File: src/logic/soc_pkg.sv
// Shared sizes, address map, boot ROM image and bus structs, imported by every stage
`default_nettype none

package soc_pkg;

  // ----------------------------------------------------------------------
  // Widths and sizes
  // ----------------------------------------------------------------------
  localparam int unsigned AddrWidth     = 32;
  localparam int unsigned DataWidth     = 64;
  localparam int unsigned StrbWidth     = DataWidth / 8;
  localparam int unsigned ByteOffset    = $clog2(StrbWidth);
  localparam int unsigned SramWords     = 256;
  localparam int unsigned SramIdxWidth  = $clog2(SramWords);
  localparam int unsigned RomWords      = 16;
  localparam int unsigned RomIdxWidth   = $clog2(RomWords);
  localparam int unsigned ClintOffWidth = 16;

  // ----------------------------------------------------------------------
  // Address map
  // ----------------------------------------------------------------------
  localparam logic [AddrWidth-1:0] RomBase     = 32'h0001_0000;
  localparam logic [AddrWidth-1:0] RomLength   = 32'h0000_0080;
  localparam logic [AddrWidth-1:0] ClintBase   = 32'h0200_0000;
  localparam logic [AddrWidth-1:0] ClintLength = 32'h0000_C000;
  localparam logic [AddrWidth-1:0] GpioBase    = 32'h4000_0000;
  localparam logic [AddrWidth-1:0] GpioLength  = 32'h0000_1000;
  localparam logic [AddrWidth-1:0] SramBase    = 32'h8000_0000;
  localparam logic [AddrWidth-1:0] SramLength  = AddrWidth'(SramWords * StrbWidth);

  // CLINT register offsets
  localparam logic [ClintOffWidth-1:0] MsipOffset     = 16'h0000;
  localparam logic [ClintOffWidth-1:0] MtimecmpOffset = 16'h4000;
  localparam logic [ClintOffWidth-1:0] MtimeOffset    = 16'hBFF8;

  // Boot image, jumps to the start of SRAM
  localparam logic [DataWidth-1:0] RomContent [RomWords] = '{
    64'h0000_0297_0202_8293, 64'h3002_9073_0000_0513,
    64'h0000_0593_8000_02b7, 64'h0002_8067_0000_0013,
    64'h1050_0073_ffdf_f06f, 64'h0000_0000_0000_0013,
    64'hdead_beef_0000_0001, 64'h0123_4567_89ab_cdef,
    64'hfedc_ba98_7654_3210, 64'h5555_aaaa_5555_aaaa,
    64'h0f0f_0f0f_f0f0_f0f0, 64'h8000_0000_0200_0000,
    64'h0000_0000_0001_0000, 64'h1111_2222_3333_4444,
    64'hc0de_cafe_f00d_0042, 64'h0000_0000_0000_0000
  };

  // AXI response codes
  localparam logic [1:0] RespOkay   = 2'b00;
  localparam logic [1:0] RespSlvErr = 2'b10;
  localparam logic [1:0] RespDecErr = 2'b11;

  typedef enum logic [2:0] {
    TgtRom,
    TgtSram,
    TgtClint,
    TgtGpio,
    TgtNone
  } target_e;

  // ----------------------------------------------------------------------
  // Bus structs
  // ----------------------------------------------------------------------
  typedef struct packed {
    logic                 aw_valid;
    logic [AddrWidth-1:0] aw_addr;
    logic                 w_valid;
    logic [DataWidth-1:0] w_data;
    logic [StrbWidth-1:0] w_strb;
    logic                 b_ready;
    logic                 ar_valid;
    logic [AddrWidth-1:0] ar_addr;
    logic                 r_ready;
  } axil_req_t;

  typedef struct packed {
    logic                 aw_ready;
    logic                 w_ready;
    logic                 b_valid;
    logic [1:0]           b_resp;
    logic                 ar_ready;
    logic                 r_valid;
    logic [DataWidth-1:0] r_data;
    logic [1:0]           r_resp;
  } axil_rsp_t;

  typedef struct packed {
    logic                 write;
    logic [AddrWidth-1:0] addr;
    logic [DataWidth-1:0] wdata;
    logic [StrbWidth-1:0] strb;
  } bus_req_t;

  typedef struct packed {
    bus_req_t req;
    target_e  tgt;
  } dec_req_t;

  typedef struct packed {
    logic                 write;
    logic [DataWidth-1:0] rdata;
    logic [1:0]           resp;
  } bus_rsp_t;

  // Byte lane merge for strobed writes
  function automatic logic [DataWidth-1:0] apply_strb(
    input logic [DataWidth-1:0] old_data,
    input logic [DataWidth-1:0] new_data,
    input logic [StrbWidth-1:0] strb
  );
    logic [DataWidth-1:0] merged;
    merged = old_data;
    for (int b = 0; b < StrbWidth; b++) begin
      if (strb[b]) begin
        merged[8*b +: 8] = new_data[8*b +: 8];
      end
    end
    return merged;
  endfunction

endpackage

`default_nettype wire
File: src/logic/axil_rsp_stage.sv
// Response stage, holds one response on the B or R channel until the master takes it
`default_nettype none

module axil_rsp_stage import soc_pkg::*; (
  input  logic                 clk_i,
  input  logic                 rst_ni,
  input  logic                 rsp_valid_i,
  input  bus_rsp_t             rsp_i,
  output logic                 rsp_ready_o,
  output logic                 bvalid_o,
  output logic [1:0]           bresp_o,
  input  logic                 bready_i,
  output logic                 rvalid_o,
  output logic [DataWidth-1:0] rdata_o,
  output logic [1:0]           rresp_o,
  input  logic                 rready_i
);

  logic     valid_q;
  bus_rsp_t rsp_q;
  logic     leave;

  // Steered by the write flag
  assign bvalid_o = valid_q && rsp_q.write;
  assign rvalid_o = valid_q && !rsp_q.write;
  assign bresp_o  = rsp_q.resp;
  assign rresp_o  = rsp_q.resp;
  assign rdata_o  = rsp_q.rdata;

  assign leave       = (bvalid_o && bready_i) || (rvalid_o && rready_i);
  assign rsp_ready_o = !valid_q || leave;

  always_ff @(posedge clk_i or negedge rst_ni) begin
    if (!rst_ni) begin
      valid_q <= 1'b0;
    end else if (rsp_ready_o) begin
      valid_q <= rsp_valid_i;
    end
  end

  always_ff @(posedge clk_i) begin
    if (rsp_valid_i && rsp_ready_o) begin
      rsp_q <= rsp_i;
    end
  end

endmodule

`default_nettype wire

File: config.mk
export PLATFORM = sky130hd
export DESIGN_NAME = axil_rsp_stage
export DESIGN_NICKNAME = d
export VERILOG_FILES = /design/src/logic/soc_pkg.sv /design/src/logic/axil_rsp_stage.sv
export SDC_FILE = /design/constraint.sdc
export NUM_CORES = 1
export LEC_CHECK = 0
export ABC_AREA = 1
export BUFFER_PORTS_ARGS = -buffer_cell sky130_fd_sc_hd__buf_2
export CORE_MARGIN = 3
export CORE_UTILIZATION = 49
export CTS_BUF_LIST = sky130_fd_sc_hd__clkbuf_4
export DETAILED_ROUTE_END_ITERATION = 7
export PLACE_DENSITY = 0.95
export SETUP_SLACK_MARGIN = 0.1
export SYNTH_ARGS = -nofsm -noshare
export SYNTH_HDL_FRONTEND = slang
export SYNTH_SLANG_ARGS = --single-unit
File: constraint.sdc
create_clock -name clk_i -period 7.8 [get_ports clk_i]
set_input_delay 0.39 -clock clk_i [delete_from_list [all_inputs] [get_ports clk_i]]
set_output_delay 0.39 -clock clk_i [all_outputs]
set_load 0.01 [all_outputs]
Yosys cells after proc, flatten, opt, wreduce, memory -nomap -nowiden
Cells that the tools add are included.
Word-level totals
  word-level logic and storage cells: 13
  register bits: 68
  output and inout bits: 71
  input bits: 72
Cells by class
  reductions and logical operators: 9
Operator list (number)
  1-bit logical AND: 5
  1-bit zero test: 2
  1-bit logical OR: 2

Logic depth before layout (Yosys ltp)
Gate-level depths: netlist of run 1.
  word-level depth: 6
  mapped depth: 4
  gate-level depth less buffers: 4

Worst setup path after synthesis of run 1
No wires, ideal clock.
  kind: flip-flop to flip-flop
  start: register rsp_q[66] (netlist name)
  end: register rsp_q (netlist bit bresp_o[0]) (enable)
  library setup time: 0.439 ns
  stages on the path, launching flop included: 4
  clock period less this slack: 2.753 ns
  setup slack: 5.047 ns
  required time: 7.361 ns
  arrival time: 2.314 ns
  buffers on the path: 0
  path through: edfxtp_1 -> nand3_2 -> nand2_2 -> nor2_2
On the way
  word-level cells in the longest chain between the ends: 6
  elaborated cells on any way between the ends: 8
  those cells by class: reduce/logical (8)
Ends and longest elaborated chain
  from (decl): RTL line axil_rsp_stage.sv:20  | bus_rsp_t rsp_q;
  from (signal assigned): RTL line axil_rsp_stage.sv:43  | rsp_q <= rsp_i;
  1-bit zero test: RTL line axil_rsp_stage.sv:25  | assign rvalid_o = valid_q && !rsp_q.write;
  1-bit logical AND: RTL line axil_rsp_stage.sv:25
  1-bit logical AND: RTL line axil_rsp_stage.sv:30  | assign leave = (bvalid_o && bready_i) || (rvalid_o && rready_i);
  1-bit logical OR (*): RTL line axil_rsp_stage.sv:30
  1-bit logical OR (*): RTL line axil_rsp_stage.sv:31  | assign rsp_ready_o = !valid_q || leave;
  1-bit logical AND (*): RTL line axil_rsp_stage.sv:42  | if (rsp_valid_i && rsp_ready_o) begin
Mark *: on every way between the ends. The rest lies on a longest branch, timed or not.
A chain may end at the register's enable or synchronous reset.

Worst setup path in the final report of run 1
  start: register rsp_q[66] (netlist name)
  end: register rsp_q (netlist bit rdata_o[8]) (enable)
Same word-level chain as after synthesis.

==> results of run 1 <==
-- per-stage QoR --
step	cell area, sq um	util, %	hold WS, ns	worst slack [ns]
2_1_floorplan	2620	-	0.0944	5.05
3_3_place_gp	2920	59.0	0.166	5.64
3_5_place_dp	2920	59.0	0.168	5.56
4_1_cts	3060	61.9	0.137	5.57
5_1_grt	3060	61.9	0.130	5.41
6_report	3060	61.9	0.170	5.61
-- area by class of cell --
class,count,share of cell area (%)
Sequential cell,68,66.6
Timing Repair Buffer,144,23.8
Tap cell,67,2.74
Clock buffer,9,2.21
Clock inverter,7,2.17
Multi-Input combinational cell,7,1.64
Inverter,7,0.859
-- cell usage in the layout, fill, tap and decap left out, types with 2 or more instances in the layout --
master	Yosys	layout
buf_2	0	142
clkbuf_4	0	9
clkinv_1	0	2
clkinvlp_4	0	2
edfxtp_1	67	67
inv_1	6	6
nand3_2	2	2
-- state kept, by name, summed over array words and instances, names as in the netlist --
name     count
valid_q      1
rsp_q        1
bresp_o      2
rdata_o     64
-- worst reg2reg max path: stages, from the launching register on --
cell and delay, ns:
edfxtp_1 0.46, nand3_2 0.12, nand2_2 0.08, nor2_4 0.65, buf_4 0.52
-- metal layers --
layer | vias up | wire length, um | GRT usage (%)
met4 | 0 | 87 | 8.25
met2 | 79 | 2140 | 22.9
li1 | 628 | - | -
met5 | - | 0 | 0
met1 | 606 | 1460 | 14.7
met3 | 10 | 434 | 4.88
-- logic make-up after synthesis --
kind of cell	after synthesis	share of synthesized area (%)
buf+inv	75	20.5
flops	68	77.8
simple gates	7	1.72
-- report_power, final --
part | internal, mW | switching (mW)
Clock | 0.0961 | 0.116
Sequential | 0.430 | 0.00563
Combinational | 0.0292 | 0.0371
-- worst max path at each step --
stage,startpoint,to,depth (start not counted)
6_report,rsp_q[66],rdata_o[8],4
5_1_grt,rsp_q[66],rdata_o[38],4
4_1_cts,rsp_q[66],rdata_o[61],4
3_5_place_dp,rready_i,rdata_o[36],6
3_3_place_gp,rready_i,rdata_o[46],6
2_1_floorplan,rsp_q[66],bresp_o[0],3
==> metrics, run 1 <==
status=complete, no violations; share of cells above drive strength 1=66.9%; Die Ht=79.1 um; origin of the worst min-delay path=rsp_i[28]; Least-Margin Pin Slew=0.852 ns; Initial Util=53.0%; Placed Instances=292; synthesized flop and latch total=68; # resized after CTS=0; largest net degree at the start of global routing=36; R2R cell count=4; chip width=79.1 um; Setup TNS=0 ns; Setup CP Type=reg -> reg; TritonCTS Buffers=9; Worst path max stage delay=0.65 ns; post-synth top area share=76.8%; Layout fillers=397; crit path capture type=flip-flop; CTS Sinks=68; Syn. warnings=0; max_cap viols=0; endpoints failing setup=0; antenna violations before repair=0; Critical Path RT=7.84 ns; dpl hpwl=3.19 mm; fin. max-slew vios=0; Max Fanout on Critical Path=35; number of nets with antenna violations after routing=0; H-tree depth=3; Critical Path AT=2.23 ns; clock-pin slew on the worst setup and hold paths=0.11 ns; startpoint types=flip-flop; routability congestion estimate=0.635; skew final=0.0121 ns; Synth top cells by count=68 x buf_4, 67 x edfxtp_1, 6 x inv_1; power density of the placed cells=233 mW/mm^2; first-pass GRT wire length=6.26 mm; Slew HR=43.1%; CTS Buffer Depth=2; leakage=1.34 nW; WL final=4.12 mm; Overflow after GRT=0; DR pass1 iterations=4; Worst Hold Depth=1; Reg area=0.00204 sq mm; Vias/cell=4.28; hold buffers post-CTS=1; Finished Layout Cells=309; # DRC=0; R2R setup slack=5.61 ns; Port-buffer cells=142; hold endpoint=rdata_o[26]; number of diodes=0; post-synthesis sequential area ratio=77.8%; per-cell routed wire length=13.3 um; CP top delay family=simple AND/OR/NAND/NOR gates; Core Rows=25; fraction of registers with async set/reset=1.47%; Clk Latency, worst-skew pair=0.38 ns; fmax=457 MHz; Nets=309; Post-Syn Instances=150; leading area contributor after synthesis=edfxtp_1; Peak VDD IR=0.000178 V; synth top area cells=edfxtp_1 77%, buf_4 19%, dfrtp_1 0.96%; Buf+Inv Stages, Crit Path=1; CTS tree=yes; initial DRC count=43; prevailing post-synth register cell=edfxtp_1; Total Routing Usage GR=13.6%; Root Buffer=clkbuf_4; DR vias=1,323; EDFF count, synth=67; core area=0.00494 sq mm; Power Total=714 uW; Final min period=2.19 ns; critical path cell sequence=nand3_2, nand2_2, nor2_4, buf_4; vias in the first global route=1,325; reg2reg end=rdata_o[8]; Critical R2R Launch=rsp_q[66]; worst hold path type=in -> reg; unrepaired setup endpoints after global routing=no; Slowest-stage cell, CP=nor2_4; Die ar.=0.00626 sq mm; Layout Area Growth over Synthesis=16.8%; postcts setup bufs=0; crit share post-route=28.0%; final hold violation count=0; Syn Nets=222; io pins=143; Post-Synthesis Cell Area=0.00262 sq mm; Syn Area/Cell=17.5 sq um; post-synth cell types=11; multi-input logic area=50.0 sq um; cell with the most instances after synthesis=buf_4
(Power assumes the default switching activity.)
==> run 2: changes to the inputs <==
--- a/config.mk
+++ b/config.mk
@@ -8,10 +8,10 @@
 export ABC_AREA = 1
 export BUFFER_PORTS_ARGS = -buffer_cell sky130_fd_sc_hd__buf_2
 export CORE_MARGIN = 3
-export CORE_UTILIZATION = 49
+export CORE_UTILIZATION = 46
 export CTS_BUF_LIST = sky130_fd_sc_hd__clkbuf_4
 export DETAILED_ROUTE_END_ITERATION = 7
-export PLACE_DENSITY = 0.95
+export PLACE_DENSITY = 0.91
 export SETUP_SLACK_MARGIN = 0.1
 export SYNTH_ARGS = -nofsm -noshare
 export SYNTH_HDL_FRONTEND = slang
==> constraint.sdc (replaced) <==
create_clock -name clk_i -period 2.1 [get_ports clk_i]
set_input_delay 0.105 -clock clk_i [delete_from_list [all_inputs] [get_ports clk_i]]
set_output_delay 0.105 -clock clk_i [all_outputs]
set_load 0.01 [all_outputs]
==> run 2 against run 1 <==
Compared with the run above:
- clock skew fell by 0.0023 ns
- routed wire length rose by 32%
- global-route usage rose by 3.5 points
- worst setup slack got worse by 5.0 ns
- first-iteration DRC count rose by 63%
- cell count rose by 24%
- sequential power rose to 3.7 times the previous value
- core utilization rose by 9.1 points
- via count rose by 23%
- critical path type unchanged
- largest cell class unchanged
- highest routed layer unchanged
==> metrics, run 2 (same netlist as run 1, synthesis figures left out) <==
status=complete, no violations; Vias/cell=4.26 (-0.60%); CTS Sinks=68 (unchanged); largest net degree at the start of global routing=36 (unchanged); # DRC=0 (unchanged); clock network fraction of design power=28.3% (-1.4 points); Worst Hold Depth=2 (+1); core area=0.00530 sq mm (+7.3%); Final min period=1.52 ns (-0.671 ns); first-pass GRT wire length=7.98 mm (+28%); Least-Margin Pin Slew=0.420 ns (-0.432 ns); Levels on crit path=4 (unchanged); most common cell after layout, fill and taps aside=buf_2; clock-pin slew on the worst setup and hold paths=0.11 ns (about the same); vias in the first global route=1,723 (+30%); power density of the placed cells=732 mW/mm^2 (+210%); Buf+Inv Stages, Crit Path=1 (unchanged); share of cells above drive strength 1=52.1% (-15 points); Overflow after GRT=0 (unchanged); leakage=1.65 nW (+22%); R2R setup slack=0.58 ns (-5.03 ns); Finished Layout Cells=383 (+24%); CTS tree=yes; Placed Instances=296 (+1.4%); DR vias=1,630 (+23%); endpoints failing setup=0 (unchanged); per-cell routed wire length=14.1 um (+6.1%); Gate power share=13.0% (+3.7 points); Core Rows=26 (+4.0%); Setup TNS=0 ns (unchanged); number of nets with antenna violations after routing=0 (unchanged); DR pass1 iterations=4 (unchanged); crit share post-route=72.2% (+44 points); unrepaired setup endpoints after global routing=no; Slew HR=72.0% (+29 points); hold buffers post-CTS=71 (+70); worst setup margin=0.584 ns (-5.03 ns); switch share=21.8% (-0.42 points); WL final=5.42 mm (+32%); Critical Path AT=1.57 ns (-0.66 ns); chip width=81.5 um (+3.0%); number of diodes=0 (unchanged); TritonCTS Buffers=9 (unchanged); routability congestion estimate=0.684 (+7.7%); worst hold path type=in -> reg; final hold violation count=0 (unchanged); critical path cell sequence=nand3_2, nand2_2, nor2_4, buf_4; Worst path max stage delay=0.47 ns (-0.18 ns); Max Fanout on Critical Path=35 (unchanged); Die Ht=81.5 um (+3.0%); crit path capture type=flip-flop; setup slack at placement=0.603 ns (-4.96 ns); R2R cell count=4 (unchanged); fin. max-slew vios=0 (unchanged); switching power=602 uW (+280%); Critical Path RT=2.15 ns (-5.69 ns); CP top delay family=flip-flops; fmax=659 MHz (+44%); skew final=0.00981 ns (-0.00233 ns); most frequent cells in the layout=142 x buf_2, 71 x dlygate4sd3_1, 67 x edfxtp_1, 10 x clkbuf_4, 6 x inv_1; Initial Util=49.4% (-3.6 points); CTS Buffer Depth=2 (unchanged); initial DRC count=70 (+63%); Nets=380 (+23%); Layout Area Growth over Synthesis=43.9%; Port-buffer cells=142 (unchanged); Pint=2.16 mW (+290%); Total Routing Usage GR=17.2% (+3.5 points); Seq pwr share=58.7% (-2.3 points); startpoint types=flip-flop; io pins=143 (unchanged); # resized after CTS=0 (unchanged); Peak VDD IR=0.000428 V (+140%); Root Buffer=clkbuf_4; max_cap viols=0 (unchanged); Die ar.=0.00663 sq mm (+6.0%); max FFs per register=64 (unchanged); Setup CP Type=reg -> reg; Slowest-stage cell, CP=edfxtp_1; postcts setup bufs=0 (unchanged); Clk Latency, worst-skew pair=0.39 ns (about the same); H-tree depth=3 (unchanged); antenna violations before repair=0 (unchanged)
-- run 2: final timing paths --
kind,start,end
worst max-delay path,rsp_q[66],rdata_o[30]
worst min-delay path,rsp_i[8],rdata_o[6]
worst max register to register,rsp_q[66],rdata_o[30]
worst min register to register,valid_q,rdata_o[48]
max in group asynchronous,rst_ni,valid_q
min in group asynchronous,rst_ni,valid_q
-- run 2: routing by layer --
metal	vias to the layer above	routed length [um]	GRT usage [%]
met3	4	552	8.44
met5	-	0	0
li1	770	-	-
met2	96	3090	31.7
met1	760	1740	15.6
met4	0	38	7.43
-- run 2: stage by stage --
stage / utilization, % / area (sq um) / hold slack, ns / power (mW)
4_1_cts: 71.0 / 3770 / 0.382 / 2.79
3_5_place_dp: 55.2 / 2930 / -0.119 / 1.90
3_3_place_gp: 55.2 / 2930 / -0.118 / 1.89
2_1_floorplan: - / 2620 / -0.191 / 1.84
6_report: 71.0 / 3770 / 0.409 / 2.76
5_1_grt: 71.0 / 3770 / 0.357 / 2.92
-- run 2: worst reg2reg max path, stage by stage, from the launching register on --
cell,delay [ns]
edfxtp_1,0.47
nand3_2,0.13
nand2_2,0.09
nor2_4,0.09
buf_4,0.38
-- run 2: cell type report --
type	instances	area, sq um
flip-flops and latches	68	2040
fillers	355	1540
repair buffers	215	1440
well taps	70	87.6
clock buffers	10	75.1
clock inverters	6	55.1
multi-input cells	7	50.0
inverters	7	26.3
-- run 2: power groups by stage --
stage	clock network (mW)	registers [mW]	logic, mW
after global placement	0	1.65	0.246
after detailed placement	0	1.65	0.253
after floorplan	0	1.65	0.195
after global routing	0.904	1.63	0.388
final	0.782	1.62	0.357
after CTS	0.813	1.62	0.357
