[config.mk]
export PLATFORM = sky130hd
export DESIGN_NAME = addr_decode_stage
export DESIGN_NICKNAME = d
export VERILOG_FILES = /design/src/logic/soc_pkg.sv /design/src/logic/addr_decode_stage.sv
export SDC_FILE = /design/constraint.sdc
export NUM_CORES = 1
export LEC_CHECK = 0
export BUFFER_PORTS_ARGS = -buffer_cell sky130_fd_sc_hd__buf_2
export CAP_MARGIN = 40
export CORE_MARGIN = 8
export CORE_UTILIZATION = 46
export DETAILED_ROUTE_END_ITERATION = 16
export GPL_ROUTABILITY_DRIVEN = 0
export GPL_TIMING_DRIVEN = 1
export PLACE_DENSITY = 0.85
export SKIP_CTS_REPAIR_TIMING = 1
export SYNTH_ARGS = -nofsm -noshare
export SYNTH_HDL_FRONTEND = slang
export SYNTH_SLANG_ARGS = --single-unit
[constraint.sdc]
create_clock -name clk_i -period 7.4 [get_ports clk_i]
set_clock_uncertainty 0.15 [all_clocks]
set_input_delay 0.37 -clock clk_i [delete_from_list [all_inputs] [get_ports clk_i]]
set_output_delay 0.37 -clock clk_i [all_outputs]
set_load 0.01 [all_outputs]
[src/logic/soc_pkg.sv]
// Shared sizes, address map, boot ROM image and bus structs, imported by every stage
`default_nettype none

package soc_pkg;

  // ----------------------------------------------------------------------
  // Widths and sizes
  // ----------------------------------------------------------------------
  localparam int unsigned AddrWidth     = 32;
  localparam int unsigned DataWidth     = 64;
  localparam int unsigned StrbWidth     = DataWidth / 8;
  localparam int unsigned ByteOffset    = $clog2(StrbWidth);
  localparam int unsigned SramWords     = 256;
  localparam int unsigned SramIdxWidth  = $clog2(SramWords);
  localparam int unsigned RomWords      = 16;
  localparam int unsigned RomIdxWidth   = $clog2(RomWords);
  localparam int unsigned ClintOffWidth = 16;

  // ----------------------------------------------------------------------
  // Address map
  // ----------------------------------------------------------------------
  localparam logic [AddrWidth-1:0] RomBase     = 32'h0001_0000;
  localparam logic [AddrWidth-1:0] RomLength   = 32'h0000_0080;
  localparam logic [AddrWidth-1:0] ClintBase   = 32'h0200_0000;
  localparam logic [AddrWidth-1:0] ClintLength = 32'h0000_C000;
  localparam logic [AddrWidth-1:0] GpioBase    = 32'h4000_0000;
  localparam logic [AddrWidth-1:0] GpioLength  = 32'h0000_1000;
  localparam logic [AddrWidth-1:0] SramBase    = 32'h8000_0000;
  localparam logic [AddrWidth-1:0] SramLength  = AddrWidth'(SramWords * StrbWidth);

  // CLINT register offsets
  localparam logic [ClintOffWidth-1:0] MsipOffset     = 16'h0000;
  localparam logic [ClintOffWidth-1:0] MtimecmpOffset = 16'h4000;
  localparam logic [ClintOffWidth-1:0] MtimeOffset    = 16'hBFF8;

  // Boot image, jumps to the start of SRAM
  localparam logic [DataWidth-1:0] RomContent [RomWords] = '{
    64'h0000_0297_0202_8293, 64'h3002_9073_0000_0513,
    64'h0000_0593_8000_02b7, 64'h0002_8067_0000_0013,
    64'h1050_0073_ffdf_f06f, 64'h0000_0000_0000_0013,
    64'hdead_beef_0000_0001, 64'h0123_4567_89ab_cdef,
    64'hfedc_ba98_7654_3210, 64'h5555_aaaa_5555_aaaa,
    64'h0f0f_0f0f_f0f0_f0f0, 64'h8000_0000_0200_0000,
    64'h0000_0000_0001_0000, 64'h1111_2222_3333_4444,
    64'hc0de_cafe_f00d_0042, 64'h0000_0000_0000_0000
  };

  // AXI response codes
  localparam logic [1:0] RespOkay   = 2'b00;
  localparam logic [1:0] RespSlvErr = 2'b10;
  localparam logic [1:0] RespDecErr = 2'b11;

  typedef enum logic [2:0] {
    TgtRom,
    TgtSram,
    TgtClint,
    TgtGpio,
    TgtNone
  } target_e;

  // ----------------------------------------------------------------------
  // Bus structs
  // ----------------------------------------------------------------------
  typedef struct packed {
    logic                 aw_valid;
    logic [AddrWidth-1:0] aw_addr;
    logic                 w_valid;
    logic [DataWidth-1:0] w_data;
    logic [StrbWidth-1:0] w_strb;
    logic                 b_ready;
    logic                 ar_valid;
    logic [AddrWidth-1:0] ar_addr;
    logic                 r_ready;
  } axil_req_t;

  typedef struct packed {
    logic                 aw_ready;
    logic                 w_ready;
    logic                 b_valid;
    logic [1:0]           b_resp;
    logic                 ar_ready;
    logic                 r_valid;
    logic [DataWidth-1:0] r_data;
    logic [1:0]           r_resp;
  } axil_rsp_t;

  typedef struct packed {
    logic                 write;
    logic [AddrWidth-1:0] addr;
    logic [DataWidth-1:0] wdata;
    logic [StrbWidth-1:0] strb;
  } bus_req_t;

  typedef struct packed {
    bus_req_t req;
    target_e  tgt;
  } dec_req_t;

  typedef struct packed {
    logic                 write;
    logic [DataWidth-1:0] rdata;
    logic [1:0]           resp;
  } bus_rsp_t;

  // Byte lane merge for strobed writes
  function automatic logic [DataWidth-1:0] apply_strb(
    input logic [DataWidth-1:0] old_data,
    input logic [DataWidth-1:0] new_data,
    input logic [StrbWidth-1:0] strb
  );
    logic [DataWidth-1:0] merged;
    merged = old_data;
    for (int b = 0; b < StrbWidth; b++) begin
      if (strb[b]) begin
        merged[8*b +: 8] = new_data[8*b +: 8];
      end
    end
    return merged;
  endfunction

endpackage

`default_nettype wire
[src/logic/addr_decode_stage.sv]
// Decode stage, tags each request with the target region from the fixed address map
`default_nettype none

module addr_decode_stage import soc_pkg::*; (
  input  logic     clk_i,
  input  logic     rst_ni,
  input  logic     req_valid_i,
  input  bus_req_t req_i,
  output logic     req_ready_o,
  output logic     dec_valid_o,
  output dec_req_t dec_o,
  input  logic     dec_ready_i
);

  logic     valid_q;
  dec_req_t dec_q;
  target_e  tgt;

  function automatic logic in_region(
    input logic [AddrWidth-1:0] addr,
    input logic [AddrWidth-1:0] base,
    input logic [AddrWidth-1:0] len
  );
    return (addr >= base) && ((addr - base) < len);
  endfunction

  always_comb begin
    if (in_region(req_i.addr, RomBase, RomLength)) tgt = TgtRom;
    else if (in_region(req_i.addr, SramBase, SramLength)) tgt = TgtSram;
    else if (in_region(req_i.addr, ClintBase, ClintLength)) tgt = TgtClint;
    else if (in_region(req_i.addr, GpioBase, GpioLength)) tgt = TgtGpio;
    else tgt = TgtNone;
  end

  assign req_ready_o = !valid_q || dec_ready_i;

  always_ff @(posedge clk_i or negedge rst_ni) begin
    if (!rst_ni) begin
      valid_q <= 1'b0;
    end else if (req_ready_o) begin
      valid_q <= req_valid_i;
    end
  end

  always_ff @(posedge clk_i) begin
    if (req_valid_i && req_ready_o) begin
      dec_q.req <= req_i;
      dec_q.tgt <= tgt;
    end
  end

  assign dec_valid_o = valid_q;
  assign dec_o       = dec_q;

endmodule

`default_nettype wire

## Word-level counts from Yosys, hierarchy flattened

Index checks and enable logic that the tools add are counted.

| operators by class | value |
|---|---|
| mux-type cells | 3 |
| multiply operators | 0 |
| shifts and indexed selects | 0 |
| equality and inequality tests | 0 |
| reductions and logical operators | 9 |
| add/sub/neg operators | 4 |
| bitwise logic cells | 0 |
| $lt $le $gt $ge | 8 |
| divide/modulo/power cells | 0 |

Operator list:

| kind | number |
|---|---|
| 32-bit by 17-bit greater-or-equal comparator with 1-bit output (second input constant) | 1 |
| 32-bit by 26-bit greater-or-equal comparator with 1-bit output (second input constant) | 1 |
| 32-bit by 31-bit greater-or-equal comparator with 1-bit output (second input constant) | 1 |
| 32-bit greater-or-equal comparator (second input constant) | 1 |
| 32-bit by 12-bit < comparator with 1-bit output (second input constant) | 1 |
| 32-bit by 13-bit < comparator with 1-bit output (second input constant) | 1 |
| 32-bit by 16-bit < comparator with 1-bit output (second input constant) | 1 |
| 32-bit by 8-bit < comparator with 1-bit output (second input constant) | 1 |
| 32-bit by 17-bit subtractor with 32-bit output (second input constant) | 1 |
| 32-bit by 26-bit subtractor with 32-bit output (second input constant) | 1 |
| 32-bit by 31-bit subtractor with 32-bit output (second input constant) | 1 |
| 32-bit subtractor (second input constant) | 1 |
| 1-bit logical AND | 5 |
| 3-bit two-way mux | 1 |
| 3-bit OR reduction | 1 |
| 2-bit two-way mux | 1 |
| 2-bit OR reduction | 1 |
| 1-bit logical NOT | 1 |
| 1-bit logical OR | 1 |
| 1-bit two-way mux | 1 |

| word-level totals | value |
|---|---|
| output and inout bits | 110 |
| input port bits | 109 |
| memories | 0 |
| latch bits | 0 |
| word-level logic and storage cells | 32 |
| memory bits (writable) | 0 |
| memory bits (read-only) | 0 |
| flip-flop bits (word level) | 109 |

## Depth between registers and ports, before layout

Gate-level depths: netlist of the first run.

| logic depth | value |
|---|---|
| depth in word-level cells | 6 |
| depth in mapped cells | 7 |
| gate-level depth less buffers | 7 |

## Least setup slack after synthesis of the first run

OpenSTA, ideal clock, no wires.

| timing | value |
|---|---|
| path kind | reg-to-reg |
| start | register valid_q, in the netlist dec_valid_o |
| end | register dec_q (netlist bit dec_o[0]) (enable) |
| path slack | 3.673 ns |
| period minus slack after synthesis | 3.727 ns |
| cell stages (with the launch flop) | 3 |
| path buffers | 0 |
| setup time | 0.480 ns |
| required time | 6.770 ns |
| data arrival time | 3.097 ns |
| cells stage by stage | dfrtp_1 > nand2b_1 > and2_1 |

| on the way | value |
|---|---|
| cells in the longest elaborated chain, start to end | 3 |

Ends and longest elaborated chain:

| element | line | text |
|---|---|---|
| start: declaration | addr_decode_stage.sv:15 | `logic valid_q;` |
| start signal: assignment | addr_decode_stage.sv:41 | `valid_q <= req_valid_i;` |
| 1-bit logical NOT | addr_decode_stage.sv:35 | `assign req_ready_o = !valid_q \|\| dec_ready_i;` |
| 1-bit logical OR | addr_decode_stage.sv:35 |  |
| via req_ready_o | addr_decode_stage.sv:9 | `output logic req_ready_o,` |
| 1-bit logical AND | addr_decode_stage.sv:46 | `if (req_valid_i && req_ready_o) begin` |
| end: declaration | addr_decode_stage.sv:16 | `dec_req_t dec_q;` |

The timed path passes the listed nets, and every way through them passes these cells.
A chain may end at the register's enable or synchronous reset.

## Final worst setup path of the first run

| timing | value |
|---|---|
| start | register valid_q, in the netlist dec_valid_o |
| end | register dec_q (netlist bit dec_o[107]) (enable) |

| on the way | value |
|---|---|
| cells in the longest elaborated chain, start to end | 3 |

Ends and longest elaborated chain:

| element | line |
|---|---|
| 1-bit logical NOT | addr_decode_stage.sv:35 |
| 1-bit logical OR | addr_decode_stage.sv:35 |
| 1-bit logical AND | addr_decode_stage.sv:46 |

Every way passes these cells.

==> impl_metrics.env, run 1 <==
export IMPL_grt_max_degree=62
export IMPL_max_cap_violations=0
export IMPL_fin_cells=488
export IMPL_grt_antenna_before_repair=1
export IMPL_fp_dieH_um=104
export IMPL_whs_ns=0.0306
export IMPL_vias=2297
export IMPL_multiInputGateArea_um2=289
export IMPL_crit_type="flip-flop to flip-flop"
export IMPL_nFillCells=563
export IMPL_cts_buffer_depth=2
export IMPL_fin_crit_ns=2.33
export IMPL_start_kind="flip-flop"
export IMPL_reg2reg_depth=3
export IMPL_yosysUniqueCellTypes=31
export IMPL_ys_seq_area_frac=0.916
export IMPL_utilization=0.659
export IMPL_grt_pass1_vias=2533
export IMPL_total_power_mw=1.19
export IMPL_ys_async_sr_fraction=0.00917
export IMPL_crit_path_max_fanout=61
export IMPL_ioPinCount=219
export IMPL_overflow=0
export IMPL_placementRows=32
export IMPL_critPathSlowestCell="buf_4"
export IMPL_final_seq_area_mm2=0.00327
export IMPL_synth_top_area_share=0.909
export IMPL_drive_above_1_share=0.622
export IMPL_drc_errors=0
export IMPL_htree_levels=3
export IMPL_wl_per_cell_um=18.6
export IMPL_power_per_cell_area_mw_per_mm2=237
export IMPL_yosysTopAreaCell="edfxtp_1"
export IMPL_setup_viol=0
export IMPL_insertion_delay_ns=0.35
export IMPL_syn_nets=260
export IMPL_period_share=0.315
export IMPL_grt_pass1_wl_um=13800
export IMPL_core_area_mm2=0.00761
export IMPL_dp_cells=470
export IMPL_slew_limit_headroom=0.515
export IMPL_critical_path_required_ns=7.23
export IMPL_ys_seq_elements=109
export IMPL_slowest_delay_ns=0.69
export IMPL_numCtsBuffers=9
export IMPL_via_per_inst=4.71
export IMPL_synthToLayoutAreaGrowth_pct=40.6
export IMPL_avgSynthCellArea_um2=23.9
export IMPL_firstDrtPassIters=4
export IMPL_drtAntennaViolNets=0
export IMPL_synth_edf_count=108
export IMPL_port_buffers=218
export IMPL_design_final_nets=492
export IMPL_worst_pin_slew_ns=0.727
export IMPL_grt_usage=0.164
export IMPL_power_leakage_nw=2.09
export IMPL_num_antenna_cells=0
export IMPL_yosys_top_cells_area="edfxtp_1 91%, dfrtp_1 0.70%, ha_1 0.70%"
export IMPL_wl_um=9060
export IMPL_crit_path_end_kind="flip-flop"
export IMPL_path_cells="nand2b_1 -> and2_4 -> buf_4"
export IMPL_cp_data_arrival_time_ns=2.16
export IMPL_finalMaxSlewViolations=0
export IMPL_hold_viol_final=0
export IMPL_synth_cell_area_mm2=0.00357
export IMPL_clkTransAtPathRegs_ns=0.11
export IMPL_ir_worst_vdd_uv=110
export IMPL_cts_tree="done"
export IMPL_drt_iter0_drc=80
export IMPL_fmax_mhz=429
export IMPL_place_hpwl_um=7370
export IMPL_cts_root_buf="clkbuf_8"
export IMPL_die_area_mm2=0.0108
export IMPL_cts_sinks=109
export IMPL_rsz0062_at_grt="false"
export IMPL_outcome="complete, no violations"
export IMPL_hp_class="input port to flip-flop"
export IMPL_ys_warn_count=0
export IMPL_initial_utilization=0.469
export IMPL_fin_setup_tns_ns=0
export IMPL_holdPathStages=1
export IMPL_die_x_um=104
export IMPL_postSynthCellCount=149
export IMPL_ys_flop_type="edfxtp_1"
through the flow:
stage | area [um^2] | worst slack, ns
6_report | 5010 | 5.07
5_1_grt | 5010 | 4.93
4_1_cts | 4990 | 5.06
3_5_place_dp | 4790 | 4.97
3_3_place_gp | 4790 | 5.04
2_1_floorplan | 3570 | 3.67
cells in the final DEF, fill, tap and decap left out, types with 2 or more instances in the layout:
cell and n:
inv_1 3, edfxtp_1 108, buf_2 218, nand2b_1 2, clkbuf_8 9, ha_1 2
xor2_1 2, nor3_1 4, dlygate4sd3_1 2, nor2_1 2, nand2_1 3
layer usage:
layer / global-route usage / wire length [um]
met3: 0.0793 / 996
met1: 0.159 / 3020
met5: 0 / 13
met2: 0.294 / 4910
met4: 0.0641 / 120
worst paths after layout:
check | from | endpoint | slack [ns]
worst max-delay path | dec_valid_o | dec_o[107] | 5.07
worst min-delay path | req_i[70] | dec_o[73] | 0.03
worst max register to register | dec_valid_o | dec_o[107] | 5.07
worst min register to register | dec_valid_o | dec_valid_o | 0.41
max in group asynchronous | rst_ni | dec_valid_o | 6.84
min in group asynchronous | rst_ni | dec_valid_o | 0.17
final cells by class:
type	instances	area share
Clock buffer	10	0.0255
Clock inverter	6	0.0142
Inverter	3	0.00225
Multi-Input combinational cell	37	0.0576
Sequential cell	109	0.652
Tap cell	102	0.0255
Timing Repair Buffer	221	0.223
synthesized netlist by cell type, drive strengths merged (2+ instances only):
library cell,number
xor2,2
a211oi,2
nor2,2
inv,3
nor4,2
nand2b,2
nand3,2
nand2,3
ha,2
nor3,5
edfxtp,108
worst max-delay path: cells and delay by family (launching register included):
kind | cells | cell delay (ns)
and+or+nand+nor | 2 | 0.68
DFF | 1 | 0.39
buffers and inverters | 1 | 0.69
report_power, final:
group	internal (mW)	total, mW	switching [mW]
sequential	0.718	0.726	0.00722
clock	0.160	0.354	0.194
combinational	0.0451	0.107	0.0615
total	0.924	1.19	0.262
flip-flops by register name, summed over array words and instances (netlist names):
register     flops
dec_valid_o      1
dec_o          108
logic make-up (layout without fill, tap and decap cells):
group,after synthesis,after routing,synth area share
AOI/OAI and AO/OA,10,10,0.0232
xor gates and xnor gates,3,3,0.00737
and+or+nand+nor,22,22,0.0428
adders and majority gates,2,2,0.00702
buffers and inverters,3,240,0.00316
DFF,109,109,0.916
Power figures use the tool's default switching activity.
==> inputs of run 2 (changes only) <==
ABC_AREA = 1   (was default)
CORE_UTILIZATION = 43   (was 46)
PLACE_DENSITY = 0.79   (was 0.85)
clock period = 2.3 ns   (was 7.4 ns; I/O delays follow)
==> run 2 against run 1 <==
Effect of this change: the flow now stops in global routing (5_1_grt); area after synthesis up 3.9%; synthesized cell count up 30%.
==> impl_metrics.env, run 2 <==
export IMPL_grt_max_degree=64
export IMPL_syn_nets=305
export IMPL_outcome="aborted with a tool error"
export IMPL_ys_seq_elements=109
export IMPL_fp_dieH_um=109
export IMPL_dpl_cell_area_mm2=0.00497
export IMPL_synth_top_area_share=0.875
export IMPL_synth_edf_count=108
export IMPL_ys_async_sr_fraction=0.00917
export IMPL_yosysUniqueCellTypes=21
export IMPL_dp_cells=522
export IMPL_postSynthCellCount=194
export IMPL_cts_buffer_depth=2
export IMPL_stop_error="[ERROR RSZ-0060] Max buffer count reached."
export IMPL_placementRows=34
export IMPL_ys_seq_area_frac=0.882
export IMPL_port_buffers=218
export IMPL_synth_common_cells="108 x edfxtp_1, 18 x inv_1, 18 x nand2_1"
export IMPL_stop_stage="global routing (5_1_grt)"
export IMPL_yosysTopAreaCell="edfxtp_1"
export IMPL_numCtsBuffers=9
export IMPL_yosys_top_cells_area="edfxtp_1 88%, inv_1 1.8%, nand2_1 1.8%"
export IMPL_htree_levels=3
export IMPL_die_x_um=109
export IMPL_avgSynthCellArea_um2=19.1
export IMPL_ys_flop_type="edfxtp_1"
export IMPL_initial_utilization=0.433
export IMPL_post_synth_top_count_cell="edfxtp_1"
export IMPL_ys_warn_count=0
export IMPL_cts_sinks=109
export IMPL_cts_root_buf="clkbuf_8"
export IMPL_place_hpwl_um=8030
export IMPL_ioPinCount=219
export IMPL_synth_cell_area_mm2=0.00370
[run 2: cell count changes after synthesis, moves of 2 or more]
cell and delta:
nor2_1 +10, nand2_2 +5, inv_1 +15, nand3_1 +2, nand4_1 +5, nand2_1 +15
xor2_1 -2, nand2b_1 -2, nor2_4 +3, nor2_2 +4, nor3_1 -2, a21oi_1 +3
[run 2: per-stage QoR]
step	setup slack (ns)	setup TNS, ns
after floorplan	-0.522	-56.39
after global placement	0.681	0
after detailed placement	0.643	0
after CTS	0.604	0
[run 2: cell families after synthesis]
kind of cell | Yosys count | synth area share
compound gates | 6 | 0.00844
buf+inv | 18 | 0.0182
flops | 109 | 0.882
simple gates | 59 | 0.0844
fa+ha+maj | 2 | 0.00675
==> inputs of run 3 (changes only) <==
CORE_UTILIZATION = 35   (was 43)
PLACE_DENSITY = default   (was 0.79)
PLACE_DENSITY_LB_ADDON = 0.15   (was default)
==> run 3 against run 2 <==
Effect of this change: the run now ends clean; synthesized cell count did not move; area after synthesis did not move.
==> impl_metrics.env, run 3 <==
export IMPL_synth_top_area_share=0.875
export IMPL_initial_utilization=0.359
export IMPL_cp_data_arrival_time_ns=1.76
export IMPL_grt_pass1_vias=2562
export IMPL_final_common_cell="buf_2"
export IMPL_num_antenna_cells=0
export IMPL_fin_crit_ns=1.79
export IMPL_postSynthCellCount=194
export IMPL_cts_sinks=109
export IMPL_finalMaxSlewViolations=0
export IMPL_htree_levels=3
export IMPL_cp_top_family="buffers and inverters"
export IMPL_power_leakage_nw=2.69
export IMPL_synth_cell_area_mm2=0.00370
export IMPL_grt_max_degree=59
export IMPL_reg2reg_slack_ns=0.83
export IMPL_insertion_delay_ns=0.35
export IMPL_drc_errors=0
export IMPL_via_per_inst=4.28
export IMPL_crit_type="input port to flip-flop"
export IMPL_wl_met1_um=4210
export IMPL_r2r_end="dec_o[70]"
export IMPL_design_final_nets=645
export IMPL_ys_async_sr_fraction=0.00917
export IMPL_met2RoutedLength_um=5520
export IMPL_port_buffers=218
export IMPL_cp_depth=11
export IMPL_placementRows=37
export IMPL_hp_start="dec_ready_i"
export IMPL_largest_reg_flops=108
export IMPL_hold_viol_final=0
export IMPL_holdPathStages=4
export IMPL_ys_flop_type="edfxtp_1"
export IMPL_critical_path_required_ns=2.27
export IMPL_ys_seq_elements=109
export IMPL_reg2reg_depth=2
export IMPL_period_share=0.778
export IMPL_ys_seq_area_frac=0.882
export IMPL_total_power_mw=3.94
export IMPL_max_cap_violations=0
export IMPL_fmax_mhz=559
export IMPL_grt_antenna_before_repair=0
export IMPL_layout_common_cells="218 x buf_2, 109 x dlygate4sd3_1, 108 x edfxtp_1"
export IMPL_dp_cells=550
export IMPL_drtAntennaViolNets=0
export IMPL_worst_hold_path_endpoint="dec_o[66]"
export IMPL_die_area_mm2=0.0141
export IMPL_cts_tree="done"
export IMPL_cts_buffer_depth=2
export IMPL_grt_usage=0.132
export IMPL_wl_per_cell_um=16.1
export IMPL_clkTransAtPathRegs_ns=0.09
export IMPL_start_kind="input port"
export IMPL_outcome="complete, no violations"
export IMPL_highest_layer="met4"
export IMPL_place_hpwl_um=7740
export IMPL_ir_worst_vdd_uv=312
export IMPL_synth_common_cells="108 x edfxtp_1, 18 x inv_1, 18 x nand2_1"
export IMPL_yosysTopAreaCell="edfxtp_1"
export IMPL_setup_viol=0
export IMPL_vias=2883
export IMPL_drive_above_1_share=0.465
export IMPL_core_area_mm2=0.0103
export IMPL_ys_warn_count=0
export IMPL_power_per_cell_area_mw_per_mm2=626
export IMPL_reg2reg_from="dec_valid_o"
export IMPL_die_x_um=119
export IMPL_numCtsBuffers=9
export IMPL_worst_pin_slew_ns=0.293
export IMPL_yosysUniqueCellTypes=21
export IMPL_hp_class="input port to flip-flop"
export IMPL_overflow=0
export IMPL_dpl_worst_slack_ns=0.671
export IMPL_worst_slack_ns=0.510
export IMPL_synthToLayoutAreaGrowth_pct=69.9
export IMPL_firstDrtPassIters=4
export IMPL_synth_edf_count=108
export IMPL_post_synth_top_count_cell="edfxtp_1"
export IMPL_crit_buf_inv=3
export IMPL_path_cells="dlygate4sd3_1 -> buf_2 -> inv_1 -> ha_1 -> nand2_1 -> o21ai_0 -> nand4_1 -> nor2_1 -> nand3_2 -> nand2_2 -> nor2_2"
export IMPL_drt_iter0_drc=166
export IMPL_ioPinCount=219
export IMPL_critPathSlowestCell="dlygate4sd3_1"
export IMPL_fp_dieH_um=119
export IMPL_slowest_delay_ns=0.53
export IMPL_cts_root_buf="clkbuf_8"
export IMPL_rsz0062_at_grt="false"
export IMPL_syn_nets=305
export IMPL_yosys_top_cells_area="edfxtp_1 88%, inv_1 1.8%, nand2_1 1.8%"
export IMPL_slew_limit_headroom=0.804
export IMPL_grt_pass1_wl_um=14500
export IMPL_fin_cells=674
export IMPL_avgSynthCellArea_um2=19.1
export IMPL_crit_path_max_fanout=4
export IMPL_wl_met3_um=986
export IMPL_crit_path_end_kind="flip-flop"
export IMPL_wl_um=10800
[run 3: metal layers]
metal	track usage	vias to the layer above
li1	-	1393
met5	0	-
met3	0.0657	9
met2	0.224	135
met4	0.0379	0
met1	0.142	1346
[run 3: worst max-delay path by stage]
stage	from	to	slack, ns
floorplan	dec_valid_o	dec_o[0]	-0.52
global placement	req_i[97]	dec_o[2]	0.72
detailed placement	req_i[97]	dec_o[2]	0.67
CTS	dec_valid_o	dec_o[34]	0.83
global route	req_i[97]	dec_o[2]	0.37
finish	req_i[97]	dec_o[2]	0.51
[run 3: worst register-to-register path, stage by stage (launching register included)]
cell and delay, ns:
dfrtp_2 0.44, a21oi_4 0.22, buf_12 0.29
[run 3: metrics by stage]
stage	utilization	hold WS (ns)	instance area, um^2	setup TNS, ns
after global placement	0.486	-0.259	5020	0
final	0.610	0.290	6300	0
after CTS	0.504	-0.665	5200	0
after global routing	0.610	0.284	6300	0
after detailed placement	0.486	-0.259	5020	0
after floorplan	-	-0.331	3720	-56.39
[run 3: kinds of logic (layout without fill, tap and decap cells)]
kind of cell	Yosys count	after routing	synth area share
simple gates	59	59	0.0844
fa+ha+maj	2	2	0.00675
buf+inv	18	362	0.0182
compound gates	6	6	0.00844
flops	109	109	0.882
[run 3: layout make-up]
type                       instances  area [um^2]
tap                              136          170
multi-input combinational         67          380
timing repair buffer             329         2220
sequential                       109         3270
clock inverter                     6         62.6
clock buffer                       9          124
fill                             786         4030
inverter                          18         67.6
[run 3: where the power goes]
group	switching, mW	internal [mW]	leakage (nW)	total (mW)
registers	0.0253	2.31	1.04	2.34
logic	0.245	0.276	1.56	0.521
clock network	0.592	0.496	0.0891	1.09
total	0.862	3.08	2.69	3.94
==> inputs of run 4 (changes only) <==
clock period = 1.6 ns   (was 2.3 ns; I/O delays follow)
==> run 4 against run 3 <==
Effect of this change: via count rose by 1.5%; clock-buffer cell count rose by 1; power rose by 41%; clock power rose by 31%; critical path type unchanged; register-to-register slack got worse by 0.71 ns; combinational power rose by 45%; first-iteration DRC count fell by 13%; global-route usage rose by 0.25 points; final cell count rose by 0.15%; critical endpoint unchanged; flip-flop and latch count did not move; sequential share of layout area rose by 0.12 points; largest cell class unchanged; worst setup slack got worse by 0.40 ns.
==> impl_metrics.env, run 4 (synthesis gave the netlist of run 3 again) <==
export IMPL_fmax_mhz=671
export IMPL_cts_root_buf="clkbuf_8"
export IMPL_largest_reg_flops=108
export IMPL_reg2reg_slack_ns=0.12
export IMPL_start_kind="input port"
export IMPL_core_area_mm2=0.0103
export IMPL_die_area_mm2=0.0141
export IMPL_wl_per_cell_um=16.6
export IMPL_p_seq_frac=0.606
export IMPL_power_leakage_nw=2.68
export IMPL_numCtsBuffers=9
export IMPL_setup_viol=0
export IMPL_cp_top_family="buffers and inverters"
export IMPL_critPathSlowestCell="dlygate4sd3_1"
export IMPL_cts_buffer_depth=2
export IMPL_crit_path_max_fanout=2
export IMPL_grt_max_degree=58
export IMPL_drive_above_1_share=0.466
export IMPL_ioPinCount=219
export IMPL_period_share=0.931
export IMPL_grt_usage=0.134
export IMPL_finalMaxSlewViolations=0
export IMPL_cp_data_arrival_time_ns=1.46
export IMPL_crit_buf_inv=3
export IMPL_worst_hold_path_endpoint="dec_o[0]"
export IMPL_clkTransAtPathRegs_ns=0.09
export IMPL_startpoint="req_i[79]"
export IMPL_worst_pin_slew_ns=0.300
export IMPL_hold_viol_final=0
export IMPL_wl_um=11200
export IMPL_fp_dieH_um=119
export IMPL_reg2reg_from="dec_valid_o"
export IMPL_drt_iter0_drc=144
export IMPL_num_antenna_cells=0
export IMPL_hp_start="req_i[84]"
export IMPL_power_per_cell_area_mw_per_mm2=883
export IMPL_cts_sinks=109
export IMPL_p_int_mw=4.28
export IMPL_synthToLayoutAreaGrowth_pct=69.5
export IMPL_place_hpwl_um=7970
export IMPL_grt_antenna_before_repair=0
export IMPL_initial_utilization=0.359
export IMPL_vias=2926
export IMPL_fin_setup_tns_ns=0
export IMPL_port_buffers=218
export IMPL_critPathMostFrequentCell="nor2_1"
export IMPL_path_cells="dlygate4sd3_1 -> buf_2 -> inv_1 -> nand2_1 -> nor2_1 -> nand2_1 -> nor2_1 -> nand3_1 -> nor2_1 -> nand3_2 -> nand2_2 -> nor2_2"
export IMPL_total_power_mw=5.54
export IMPL_r2r_end="dec_o[39]"
export IMPL_grt_pass1_wl_um=14600
export IMPL_reg2reg_depth=2
export IMPL_insertion_delay_ns=0.36
export IMPL_slowest_delay_ns=0.54
export IMPL_combPwrFrac=0.136
export IMPL_overflow=0
export IMPL_crit_path_end_kind="flip-flop"
export IMPL_firstDrtPassIters=4
export IMPL_swShare=0.228
export IMPL_final_common_cell="buf_2"
export IMPL_crit_type="input port to flip-flop"
export IMPL_critical_path_required_ns=1.57
export IMPL_slew_limit_headroom=0.800
export IMPL_switchingPower_mw=1.26
export IMPL_via_per_inst=4.33
export IMPL_fin_crit_ns=1.49
export IMPL_drc_errors=0
export IMPL_drtAntennaViolNets=0
export IMPL_ir_worst_vdd_uv=431
export IMPL_design_final_nets=646
export IMPL_outcome="complete, no violations"
export IMPL_max_cap_violations=0
export IMPL_holdPathStages=4
export IMPL_placementRows=37
export IMPL_grt_pass1_vias=2555
export IMPL_htree_levels=3
export IMPL_die_x_um=119
export IMPL_cts_tree="done"
export IMPL_layout_common_cells="218 x buf_2, 109 x dlygate4sd3_1, 108 x edfxtp_1"
export IMPL_hp_class="input port to flip-flop"
export IMPL_p_clk_frac=0.258
run 4: stage by stage:
| stage | hold slack [ns] | utilization | setup slack [ns] | cell area, um^2 | std cells |
|---|---|---|---|---|---|
| after CTS | -0.716 | 0.503 | 0.123 | 5190 | 566 |
| final | 0.0585 | 0.608 | 0.110 | 6280 | 675 |
| after detailed placement | -0.295 | 0.487 | 0.0117 | 5030 | 551 |
| after floorplan | -0.366 | - | -1.22 | 3720 | 194 |
| after global placement | -0.295 | 0.487 | 0.0692 | 5030 | 551 |
| after global routing | 0.0844 | 0.608 | -0.0109 | 6280 | 675 |
run 4: metal layers:
metal	part of all wire	up-vias	global-route usage
met3	0.098	11	0.0652
met4	0.011	0	0.0372
met2	0.51	150	0.228
met5	0	-	0
li1	-	1393	-
met1	0.38	1372	0.147
run 4: worst reg2reg max path, cell delays in order (launching register included):
cell,delay (ns)
dfrtp_2,0.45
a21oi_4,0.22
buf_12,0.30
run 4: worst max-delay path by stage:
| stage | cells past startpoint | to | slack, ns |
|---|---|---|---|
| floorplan | 1 | dec_o[0] | -1.22 |
| global placement | 11 | dec_o[2] | 0.07 |
| finish | 12 | dec_o[2] | 0.11 |
| CTS | 2 | dec_o[39] | 0.12 |
| global route | 12 | dec_o[2] | -0.01 |
| detailed placement | 11 | dec_o[2] | 0.01 |
run 4: cell type report:
type | count | area [um^2]
Tap cell | 136 | 170
Timing Repair Buffer | 330 | 2230
Clock buffer | 10 | 128
Inverter | 18 | 67.6
Clock inverter | 5 | 36.3
Multi-Input combinational cell | 67 | 380
Fill cell | 789 | 4040
Sequential cell | 109 | 3270
run 4: power groups by stage:
stage	Sequential [mW]	Combinational [mW]	Clock, mW
after CTS	3.36	0.550	1.52
after global routing	3.37	0.819	1.60
after global placement	3.42	0.542	0
after floorplan	3.52	0.101	0
final	3.36	0.755	1.43
after detailed placement	3.42	0.549	0
